### src/common/srtDivDefines.svh
////////////////////////////////////////
// DIVLEN must be even and at least 8
// Operands are normalized, MSB set
////////////////////////////////////////
`ifndef SRT_DIV_DEFINES_SVH
`define SRT_DIV_DEFINES_SVH

// Operand and quotient width, also the number of iteration cycles
`define DIVLEN 16

// Residual width
// sign, two guard bits, units bit, DIVLEN-1 fraction bits, one extra bit
`define RESLEN (`DIVLEN + 4)

// Iteration counter width, one spare bit above the count range
`define CNTW ($clog2(`DIVLEN) + 1)

`endif
### src/common/srtDivPkg.sv
////////////////////////////////////////
// Widths follow the defines header
////////////////////////////////////////
`include "srtDivDefines.svh"

package srtDivPkg;

  // Dividend and divisor, fraction in [1,2) with MSB as units bit
  typedef logic [`DIVLEN-1:0] operand_t;

  // Quotient word, DIVLEN-1 fraction bits
  typedef logic [`DIVLEN-1:0] quot_t;

  // Carry-save residual field, two's complement
  // Bit k carries weight 2^(k-DIVLEN)
  typedef logic [`RESLEN-1:0] residual_t;

  // Remaining iteration count
  typedef logic [`CNTW-1:0] count_t;

  // Controller states
  typedef enum logic [1:0] {
    IDLE,
    ITER,
    FINISH
  } divState_t;

endpackage

### src/hw/srtDivider.sv
////////////////////////////////////////
// done comes DIVLEN+1 cycles after start
////////////////////////////////////////
`timescale 1ns/1ps

module srtDivider (
  input  logic                clk,
  input  logic                arstN,
  input  logic                start,
  input  srtDivPkg::operand_t dividend,
  input  srtDivPkg::operand_t divisor,
  output logic                busy,
  output logic                done,
  output srtDivPkg::quot_t    quotient,
  output logic                inexact
);

  logic       load, iterEn, finish, lastIter;
  logic       qp, qz;
  logic       resNeg, resZero;
  logic [3:0] wsMsbs, wcMsbs;
  logic       inexactReg;

  ////////////////////////////////////////
  // Control
  ////////////////////////////////////////
  srtDivCtrl ctrl (
    .clk(clk), .arstN(arstN), .start(start), .lastIter(lastIter),
    .load(load), .iterEn(iterEn), .finish(finish), .busy(busy), .done(done)
  );

  srtIterCounter counter (
    .clk(clk), .arstN(arstN), .load(load), .iterEn(iterEn), .lastIter(lastIter)
  );

  ////////////////////////////////////////
  // Datapath
  ////////////////////////////////////////
  srtResidual residual (
    .clk(clk), .arstN(arstN), .load(load), .iterEn(iterEn), .qp(qp), .qz(qz),
    .dividend(dividend), .divisor(divisor), .wsMsbs(wsMsbs), .wcMsbs(wcMsbs),
    .resNeg(resNeg), .resZero(resZero)
  );

  srtQuotSel quotSel (.wsMsbs(wsMsbs), .wcMsbs(wcMsbs), .qp(qp), .qz(qz));

  srtOtfConvert otf (
    .clk(clk), .arstN(arstN), .load(load), .iterEn(iterEn), .finish(finish),
    .qp(qp), .qz(qz), .resNeg(resNeg), .quotient(quotient)
  );

  // Sticky flag, nonzero remainder
  always_ff @(posedge clk or negedge arstN) begin
    if (!arstN) begin
      inexactReg <= 1'b0;
    end else if (finish) begin
      inexactReg <= ~resZero;
    end
  end

  // Bypass so the flag lines up with done
  assign inexact = finish ? ~resZero : inexactReg;

endmodule

### src/hw/srtDatapath/srtOtfConvert.sv
////////////////////////////////////////
// Quotient output holds until next finish
////////////////////////////////////////
`timescale 1ns/1ps
`include "srtDivDefines.svh"

module srtOtfConvert (
  input  logic             clk,
  input  logic             arstN,
  input  logic             load,
  input  logic             iterEn,
  input  logic             finish,
  input  logic             qp,
  input  logic             qz,
  input  logic             resNeg,
  output srtDivPkg::quot_t quotient
);
  import srtDivPkg::*;

  // QM tracks Q minus one unit in the current last place
  quot_t q, qm;
  quot_t qNext, qmNext;
  quot_t quotFinal, quotReg;

  // Append rules, no carry propagation
  always_comb begin
    if (qp) begin
      qNext  = {q[`DIVLEN-2:0], 1'b1};
      qmNext = {q[`DIVLEN-2:0], 1'b0};
    end else if (qz) begin
      qNext  = {q[`DIVLEN-2:0], 1'b0};
      qmNext = {qm[`DIVLEN-2:0], 1'b1};
    end else begin
      // Digit -1
      qNext  = {qm[`DIVLEN-2:0], 1'b1};
      qmNext = {qm[`DIVLEN-2:0], 1'b0};
    end
  end

  ////////////////////////////////////////
  // Q and QM registers
  ////////////////////////////////////////
  always_ff @(posedge clk or negedge arstN) begin
    if (!arstN) begin
      q  <= '0;
      qm <= '1;
    end else if (load) begin
      // Q = 0 and QM = -1 before the first digit
      q  <= '0;
      qm <= '1;
    end else if (iterEn) begin
      q  <= qNext;
      qm <= qmNext;
    end
  end

  // Negative remainder means Q is one unit high
  assign quotFinal = resNeg ? qm : q;

  always_ff @(posedge clk or negedge arstN) begin
    if (!arstN) begin
      quotReg <= '0;
    end else if (finish) begin
      quotReg <= quotFinal;
    end
  end

  // Result visible already in the done cycle
  assign quotient = finish ? quotFinal : quotReg;

  // Selection never asks for +1 and 0 at once
  digitOneHot: assert property (@(posedge clk) disable iff (!arstN) !(qp && qz));

endmodule

### src/hw/srtDatapath/srtResidual.sv
////////////////////////////////////////
// Needs |W| <= D, so W0 = X/2 on load
////////////////////////////////////////
`timescale 1ns/1ps
`include "srtDivDefines.svh"

module srtResidual (
  input  logic                clk,
  input  logic                arstN,
  input  logic                load,
  input  logic                iterEn,
  input  logic                qp,
  input  logic                qz,
  input  srtDivPkg::operand_t dividend,
  input  srtDivPkg::operand_t divisor,
  output logic [3:0]          wsMsbs,
  output logic [3:0]          wcMsbs,
  output logic                resNeg,
  output logic                resZero
);
  import srtDivPkg::*;

  residual_t ws, wc, d;
  residual_t ws2, wc2, f, maj;
  residual_t wSum, wRem;

  // Shifted residual words, top bits feed digit selection
  assign ws2    = {ws[`RESLEN-2:0], 1'b0};
  assign wc2    = {wc[`RESLEN-2:0], 1'b0};
  assign wsMsbs = ws2[`RESLEN-1 -: 4];
  assign wcMsbs = wc2[`RESLEN-1 -: 4];

  // -qD term: +1 adds ~D plus carry-in, -1 adds D
  always_comb begin
    if (qp) begin
      f = ~d;
    end else if (qz) begin
      f = '0;
    end else begin
      f = d;
    end
  end

  // 3:2 compressor carries
  assign maj = (ws2 & wc2) | (ws2 & f) | (wc2 & f);

  ////////////////////////////////////////
  // Residual and divisor registers
  ////////////////////////////////////////
  always_ff @(posedge clk or negedge arstN) begin
    if (!arstN) begin
      ws <= '0;
      wc <= '0;
      d  <= '0;
    end else if (load) begin
      // Dividend LSB lands in the extra fraction bit
      ws <= {4'b0000, dividend};
      wc <= '0;
      d  <= {3'b000, divisor, 1'b0};
    end else if (iterEn) begin
      ws <= ws2 ^ wc2 ^ f;
      // Carry-in completes the two's complement of D
      wc <= {maj[`RESLEN-2:0], qp};
    end
  end

  ////////////////////////////////////////
  // Final resolution
  ////////////////////////////////////////
  assign wSum   = ws + wc;
  assign resNeg = wSum[`RESLEN-1];
  // Negative residual gets D added back, W = -D is an exact result
  assign wRem    = resNeg ? wSum + d : wSum;
  assign resZero = (wRem == '0);

endmodule

### src/hw/srtDatapath/srtQuotSel.sv
////////////////////////////////////////
// Inputs are the top 4 bits of 2WS, 2WC
////////////////////////////////////////
`timescale 1ns/1ps

module srtQuotSel (
  input  logic [3:0] wsMsbs,
  input  logic [3:0] wcMsbs,
  output logic       qp,
  output logic       qz
);

  logic [3:0] p;
  logic [2:0] g;
  logic       magnitude;
  logic       sign;
  logic       cout;

  // Half-adder terms over the estimate bits
  assign p = wsMsbs ^ wcMsbs;
  assign g = wsMsbs[2:0] & wcMsbs[2:0];

  // Lower three bits summing to 111 means estimate is -1
  // since |2W| stays below 4
  assign magnitude = ~(&p[2:0]);

  // Carry into the sign position
  assign cout = g[2] | (p[2] & (g[1] | (p[1] & g[0])));
  assign sign = p[3] ^ cout;

  ////////////////////////////////////////
  // Digit select
  ////////////////////////////////////////
  // Estimate >= 0 gives +1, -1 gives 0, <= -2 gives -1
  assign qp = magnitude & ~sign;
  assign qz = ~magnitude;
  // Both low encodes digit -1

endmodule

### src/hw/srtIterCounter.sv
////////////////////////////////////////
// Counts DIVLEN iterations per load
////////////////////////////////////////
`timescale 1ns/1ps
`include "srtDivDefines.svh"

module srtIterCounter (
  input  logic clk,
  input  logic arstN,
  input  logic load,
  input  logic iterEn,
  output logic lastIter
);
  import srtDivPkg::*;

  // First ITER cycle sees DIVLEN-1, last one sees zero
  localparam count_t startCount = count_t'(`DIVLEN - 1);

  count_t count;

  always_ff @(posedge clk or negedge arstN) begin
    if (!arstN) begin
      count <= '0;
    end else if (load) begin
      count <= startCount;
    end else if (iterEn) begin
      count <= count - 1'b1;
    end
  end

  // Flag the final digit cycle
  assign lastIter = iterEn && (count == '0);

  // Controller has to leave ITER before the count wraps
  noWrapWhileIter: assert property (
    @(posedge clk) disable iff (!arstN) iterEn |-> (count <= startCount)
  );

endmodule

### src/hw/srtDivCtrl.sv
////////////////////////////////////////
// Start while busy is dropped
////////////////////////////////////////
`timescale 1ns/1ps

module srtDivCtrl (
  input  logic clk,
  input  logic arstN,
  input  logic start,
  input  logic lastIter,
  output logic load,
  output logic iterEn,
  output logic finish,
  output logic busy,
  output logic done
);
  import srtDivPkg::*;

  divState_t state;
  divState_t stateNext;

  ////////////////////////////////////////
  // State register
  ////////////////////////////////////////
  always_ff @(posedge clk or negedge arstN) begin
    if (!arstN) begin
      state <= IDLE;
    end else begin
      state <= stateNext;
    end
  end

  // Next state
  always_comb begin
    stateNext = state;
    case (state)
      IDLE: begin
        if (start) begin
          stateNext = ITER;
        end
      end
      // One digit per cycle until the counter runs out
      ITER: begin
        if (lastIter) begin
          stateNext = FINISH;
        end
      end
      FINISH: stateNext = IDLE;
      default: stateNext = IDLE;
    endcase
  end

  ////////////////////////////////////////
  // Outputs, decoded from state
  ////////////////////////////////////////
  // Load only when idle, so a start mid-operation is lost
  assign load   = (state == IDLE) && start;
  assign iterEn = (state == ITER);
  assign finish = (state == FINISH);
  assign busy   = iterEn || finish;
  // Result is resolved in FINISH
  assign done   = finish;

  // Counter must only flag its last count while iterating
  lastIterOnlyInIter: assert property (
    @(posedge clk) disable iff (!arstN) lastIter |-> (state == ITER)
  );

endmodule

### config.mk
export PLATFORM = sky130hd
export DESIGN_NAME = srtDivider
export DESIGN_NICKNAME = d
export VERILOG_FILES = /design/src/common/srtDivPkg.sv /design/src/hw/srtDivider.sv /design/src/hw/srtDatapath/srtOtfConvert.sv /design/src/hw/srtDatapath/srtResidual.sv /design/src/hw/srtDatapath/srtQuotSel.sv /design/src/hw/srtIterCounter.sv /design/src/hw/srtDivCtrl.sv
export VERILOG_INCLUDE_DIRS = /design/src /design/src/common
export SDC_FILE = /design/constraint.sdc
export NUM_CORES = 1
export LEC_CHECK = 0
export BUFFER_PORTS_ARGS = -buffer_cell sky130_fd_sc_hd__clkbuf_2
export CAP_MARGIN = 20
export CORE_MARGIN = 2
export CORE_UTILIZATION = 43
export DETAILED_ROUTE_END_ITERATION = 8
export GPL_ROUTABILITY_DRIVEN = 0
export HOLD_SLACK_MARGIN = 0.08
export SYNTH_ARGS = -nofsm -noshare
export SYNTH_HDL_FRONTEND = slang
export SYNTH_SLANG_ARGS = --single-unit
### constraint.sdc
create_clock -name clk -period 5 [get_ports clk]
set_input_delay 0.5 -clock clk [delete_from_list [all_inputs] [get_ports clk]]
set_output_delay 0.5 -clock clk [all_outputs]
set_load 0.05 [all_outputs]
==> flow_summary.json, run 1 <==
{
  "syn_avg_cell_area_um2": 9.28,
  "drv_slew": 0,
  "criticalPathCategory": "flip-flop to primary output",
  "drive_gt1_share_pct": 19.2,
  "antenna_found_initial": 0,
  "cts_root_buf": "clkbuf_16",
  "max_cap_viol_count": 0,
  "diodes": 0,
  "top_layer_used": "met4",
  "die_area_um2": 18400,
  "initial_core_util_pct": 43.5,
  "dr.pass1.iters": 5,
  "grt_pass1_wl_um": 29500,
  "hold_viol_final": 0,
  "syn_to_final_growth_pct": 16.6,
  "ant_nets": 0,
  "cts_tree": "yes",
  "cts_buffers": 9,
  "worstPathRequired_ps": 4500,
  "fp.dieH_um": 136,
  "utilization_pct": 50.8,
  "ys_seq_area_share_pct": 37.5,
  "wirelength_um": 17800,
  "cts_sinks": 111,
  "met3_length_um": 634,
  "grt_usage_pct": 20.3,
  "layout.nets": 955,
  "fin_skew_ps": 5.96,
  "syn_inst": 803,
  "cp.arrival_ps": 4550,
  "grt_pass1_vias": 5727,
  "period_needed_ps": 5050,
  "dieWidth_um": 136,
  "grt_remaining_overflow": 0,
  "relSlewSlack_pct": 31.8,
  "synth.most_common_cell": "nand2_1",
  "synth_area_leaders": "dfrtp_1 32%, mux2i_1 11%, ha_1 7.4%",
  "insertion_delay_ps": 370,
  "synth_nets": 900,
  "wl_per_cell_um": 16.4,
  "synth-edff-count": 0,
  "num_rows": 48,
  "async_flop_share_pct": 100,
  "yosys.area.top_type_share_pct": 31.9,
  "first_iter_violations": 335,
  "cts_max_level": 3,
  "clk_pin_slew_ps": 70,
  "yosysTopAreaCell": "dfrtp_1",
  "io_buffers": 53,
  "grt_max_degree": 75,
  "cts_buffer_depth": 2,
  "violations": "setup timing",
  "clock.fmax_mhz": 198,
  "wl_met2_um": 8420,
  "synth_common_cells": "113 x nand2_1, 95 x dfrtp_1, 91 x nor2_1",
  "finalCritPeriodShare_pct": 101,
  "synth_cell_types": 63,
  "core_area_um2": 17100,
  "status": "complete, but fails checks",
  "viasPerCell": 5.38,
  "ios": 54,
  "layout_setup_ws_ps": -47.4,
  "postCtsHoldBufs": 0,
  "wl_met1_um": 8440,
  "ys_ff_latch": 111,
  "setup_viol": 1,
  "holdCritPathClass": "input port to asynchronous set/reset pin",
  "synth_warnings": 0,
  "vias": 5856,
  "ff2ff_setup_slack_ps": 860,
  "drcViolationCount": 0,
  "cp_max_fo": 5,
  "dp_hpwl_um": 12400,
  "synth_area_um2": 7450,
  "cp-start-kind": "flip-flop",
  "synth_ff_type": "dfrtp_1",
  "crit_path_end_kind": "primary output",
  "rsz0062_at_grt": "yes",
  "tightestPinTransition_ps": 1020
}
## layout make-up
cell class | count | area (µm²)
clock buffer | 11 | 243
clock inverter | 5 | 38.8
fill | 1608 | 8430
inverter | 21 | 78.8
multi-input combinational | 629 | 4710
sequential | 111 | 2800
tap | 225 | 282
timing repair buffer | 86 | 534
## repair_timing
item	4_1_cts	5_1_grt
resized for setup	31	16
buffers inserted	11	0
setup endpoints to repair	1	1
pin swaps	13	1
cloned	0	0
## cell usage in the layout (no fill, tap or decap), drive strengths merged, types with 3 or more instances in the layout
| master | Yosys | layout |
|---|---|---|
| a211oi | 17 | 17 |
| o21ai | 46 | 46 |
| xnor2 | 30 | 30 |
| nor2 | 91 | 91 |
| nor3 | 12 | 12 |
| ha | 44 | 44 |
| o21a | 7 | 7 |
| and3 | 6 | 6 |
| a31oi | 3 | 3 |
| o31ai | 3 | 3 |
| a21oi | 48 | 48 |
| fa | 18 | 18 |
| xor2 | 15 | 15 |
| dfstp | 16 | 16 |
| or4b | 4 | 4 |
| dfrtp | 95 | 95 |
| nand2 | 113 | 113 |
| a22oi | 3 | 3 |
| a21o | 10 | 10 |
| inv | 21 | 24 |
| o21bai | 3 | 3 |
| nand2b | 7 | 7 |
| buf | 4 | 35 |
| mux2i | 82 | 82 |
| nor4b | 3 | 3 |
| clkbuf | 38 | 62 |
| nand3 | 8 | 8 |
| nor2b | 3 | 3 |
| and2 | 6 | 6 |
| a311oi | 3 | 3 |
| nor4 | 3 | 3 |
| or4 | 5 | 5 |
## worst paths after layout
| kind | from | cells after the start | endpoint |
|---|---|---|---|
| setup / recovery | residual.wc[8]$_DFFE_PN0P_ | 18 | inexact |
| hold / removal | arstN | 1 | counter.count[1]$_DFFE_PN0P_ |
| setup reg to reg | residual.wc[8]$_DFFE_PN0P_ | 15 | inexactReg$_DFF_PN0_ |
| hold reg to reg | otf.quotReg[5]$_DFF_PN0_ | 2 | otf.quotReg[5]$_DFF_PN0_ |
| max in group asynchronous | arstN | 2 | residual.wc[3]$_DFFE_PN0P_ |
| min in group clk | divisor[6] | 3 | residual.d[7]$_DFFE_PN0P_ |
## logic make-up (layout without fill, tap and decap cells)
group	after synthesis	in the layout	synth area share (%)
AND/OR/NAND/NOR	269	269	16.0
buffers and inverters	63	123	3.22
AO/OA/AOI/OAI	170	170	14.6
flip-flops	111	111	37.5
XOR/XNOR	45	45	5.29
multiplexers	83	83	11.2
adder cells (fa/ha/maj)	62	62	12.2
## routing by layer
| metal | track usage, % | vias up |
|---|---|---|
| met3 | 3.03 | 29 |
| li1 | - | 2929 |
| met1 | 27.6 | 2784 |
| met5 | 0 | - |
| met2 | 33.4 | 114 |
| met4 | 6.31 | 0 |
## state kept, by name (all words and copies together), names as in the netlist
signal / flops
counter.count: 5
ctrl.state: 2
inexactReg: 1
otf.q: 16
otf.qm: 16
otf.quotReg: 16
residual.d: 16
residual.wc: 19
residual.ws: 20
## stage by stage
step / instances / cell area [µm²] / hold WS (ps) / TNS, ps / worst slack [ps]
floorplan: 803 / 7450 / 204 / 0 / 159
global placement: 1061 / 8050 / 511 / 0 / 37.1
detailed placement: 1061 / 8050 / 523 / -4.98 / -4.98
CTS: 1088 / 8600 / 305 / -70.7 / -70.7
global route: 1088 / 8690 / 323 / -287 / -287
finish: 1088 / 8690 / 278 / -47.4 / -47.4
## critical path, cell delays in order (launching register included)
cell and delay [ps]:
dfrtp_1 420, ha_4 290, a21oi_4 150, nand2_1 80, or4b_4 560, a31o_2 250, buf_4 150, xor2_2 140
ha_1 200, buf_4 150, a21oi_1 160, nor2_1 70, a2111o_1 400, a21oi_2 140, mux2_4 300, and3_4 150
a311oi_2 220, a211o_1 190, buf_12 150
Power of run 1 is not shown: default switching activity piles up to over one toggle a cycle in this logic, so the estimate is an artifact.
==> run 2, diff against run 1 <==
- CORE_ASPECT_RATIO: default -> 0.6
- GPL_ROUTABILITY_DRIVEN: 0 -> 1
==> run 2 against run 1 <==
Via count increased by 0.75%. Routed wire length increased by 3.7%. Die area rose by 0.19%. Clock skew rose by 4.9 ps. Flip-flop and latch count did not move. Clock-buffer cell count decreased by 1. The run still ends with setup timing left. Worst hold slack got worse by 19 ps. Global-route usage increased by 0.41 points. Maximum frequency down 2.0%. Final cell count grew 2.1%. Design area is 1.5% higher. Critical path depth is 1 lower.
==> flow_summary.json, run 2 (synthesis gave the netlist of run 1 again) <==
{
  "postCtsHoldBufs": 0,
  "layout.nets": 969,
  "layout_commonest_cell": "nand2_1",
  "cts_tree": "yes",
  "setup_viol": 1,
  "violations": "setup timing",
  "top_regs": "residual.ws (20), residual.wc (19)",
  "critPathSlowestCell": "dfrtp_1",
  "grt_pass1_wl_um": 30100,
  "clock.fmax_mhz": 194,
  "initial_core_util_pct": 43.7,
  "num_rows": 37,
  "syn_to_final_growth_pct": 18.4,
  "first_iter_violations": 360,
  "final_cell_mix": "112 x nand2_1, 95 x dfrtp_1, 90 x nor2_1",
  "max_cap_viol_count": 0,
  "cts_buffer_depth": 2,
  "dp_hpwl_um": 12900,
  "dieWidth_um": 174,
  "period_needed_ps": 5150,
  "drv_slew": 0,
  "place.gp.congestion": 0.883,
  "wirelength_um": 18500,
  "wl_per_cell_um": 16.7,
  "finalNonFillerCells": 1111,
  "ant_nets": 0,
  "rr_worst_depth": 16,
  "cts_sinks": 111,
  "crit_chain": "ha_4, a31oi_4, a221oi_2, buf_4, o21a_1, nor2_1, xnor2_1, ha_1, a211o_1, o311a_1, a2111o_1, a21oi_2, mux2_2, and3_1, a311oi_1, a211o_1, buf_12",
  "criticalPathCategory": "flip-flop to primary output",
  "relSlewSlack_pct": 27.0,
  "grt_usage_pct": 20.7,
  "largest_reg_flops": 20,
  "layout_setup_ws_ps": -152,
  "insertion_delay_ps": 360,
  "clk_pin_slew_ps": 80,
  "rsz0062_at_grt": "yes",
  "ios": 54,
  "rr_startpoint": "residual.wc[0]$_DFFE_PN0P_",
  "cts_root_buf": "clkbuf_16",
  "ff_latch_area_um2": 2800,
  "status": "complete, but fails checks",
  "dr.pass1.iters": 4,
  "holdCritPathClass": "input port to asynchronous set/reset pin",
  "place_inst": 1092,
  "rr_endpoint": "inexactReg$_DFF_PN0_",
  "viasPerCell": 5.31,
  "tightestPinTransition_ps": 1100,
  "io_buffers": 53,
  "cp.arrival_ps": 4650,
  "die_area_um2": 18400,
  "cp-start-kind": "flip-flop",
  "top_register": "residual.ws",
  "crit_path_end_kind": "primary output",
  "grt_pass1_vias": 5619,
  "antenna_found_initial": 0,
  "grt_remaining_overflow": 0,
  "core_area_um2": 17000,
  "drcViolationCount": 0,
  "slowest_delay_ps": 430,
  "multi_input_area_um2": 4710,
  "fp.dieH_um": 106,
  "worstPathRequired_ps": 4500,
  "dp_slack_ps": -139,
  "ff2ff_setup_slack_ps": 740,
  "diodes": 0,
  "cp_common_cell": "a211o_1",
  "utilization_pct": 51.8,
  "hold_viol_final": 0,
  "fin_skew_ps": 10.9,
  "grt_max_degree": 69,
  "drive_gt1_share_pct": 20.1,
  "finalSetupTns_ps": -152,
  "cts_buffers": 9,
  "cts_max_level": 3,
  "finalCritPeriodShare_pct": 103,
  "vias": 5900,
  "cp_max_fo": 4,
  "fillers": 1619
}
-- run 2: final cells by class --
cell class / count / share of cell area (%)
Inverter: 21 / 0.893
Sequential cell: 111 / 31.7
Multi-Input combinational cell: 629 / 53.4
Clock buffer: 10 / 2.60
Timing Repair Buffer: 100 / 7.20
Tap cell: 234 / 3.32
Clock inverter: 6 / 0.851
-- run 2: worst max-delay path: cells and delay by family, from the launching register on --
kind | cells | cell delay, ps
XOR/XNOR | 1 | 230
adder cells (fa/ha/maj) | 2 | 620
AO/OA/AOI/OAI | 9 | 2170
AND/OR/NAND/NOR | 2 | 190
multiplexers | 1 | 330
buffers and inverters | 2 | 320
flip-flops | 1 | 430
-- run 2: stage by stage --
stage	cell area, µm²	hold slack (ps)
floorplan	7450	204
global placement	8230	519
detailed placement	8230	522
CTS	8690	315
global route	8820	324
finish	8820	259
-- run 2: how the worst max path moves through the flow --
stage,start,endpoint,slack (ps),depth (start not counted)
6_report,residual.wc[2]$_DFFE_PN0P_,inexact,-150,17
5_1_grt,residual.ws[2]$_DFFE_PN0P_,inexact,-350,19
4_1_cts,residual.ws[0]$_DFFE_PN0P_,inexact,-170,17
3_5_place_dp,residual.ws[0]$_DFFE_PN0P_,inexact,-140,17
3_3_place_gp,residual.ws[0]$_DFFE_PN0P_,inexact,-130,17
2_1_floorplan,residual.wc[0]$_DFFE_PN0P_,inexact,160,17
-- run 2: metal layers --
metal / track usage [%] / up-vias / part of all wire (%)
met4: 3.36 / 0 / 0.85
met2: 28.4 / 96 / 40
met3: 5.15 / 14 / 5.3
li1: - / 2960 / -
met5: 0 / - / 0
met1: 32.7 / 2830 / 54
-- run 2: repair_timing --
item,4_1_cts,5_1_grt
buffers inserted,2,1
pin swaps,6,11
resized for setup,23,16
setup endpoints to repair,1,1
Power of run 2 is left out for the same reason.
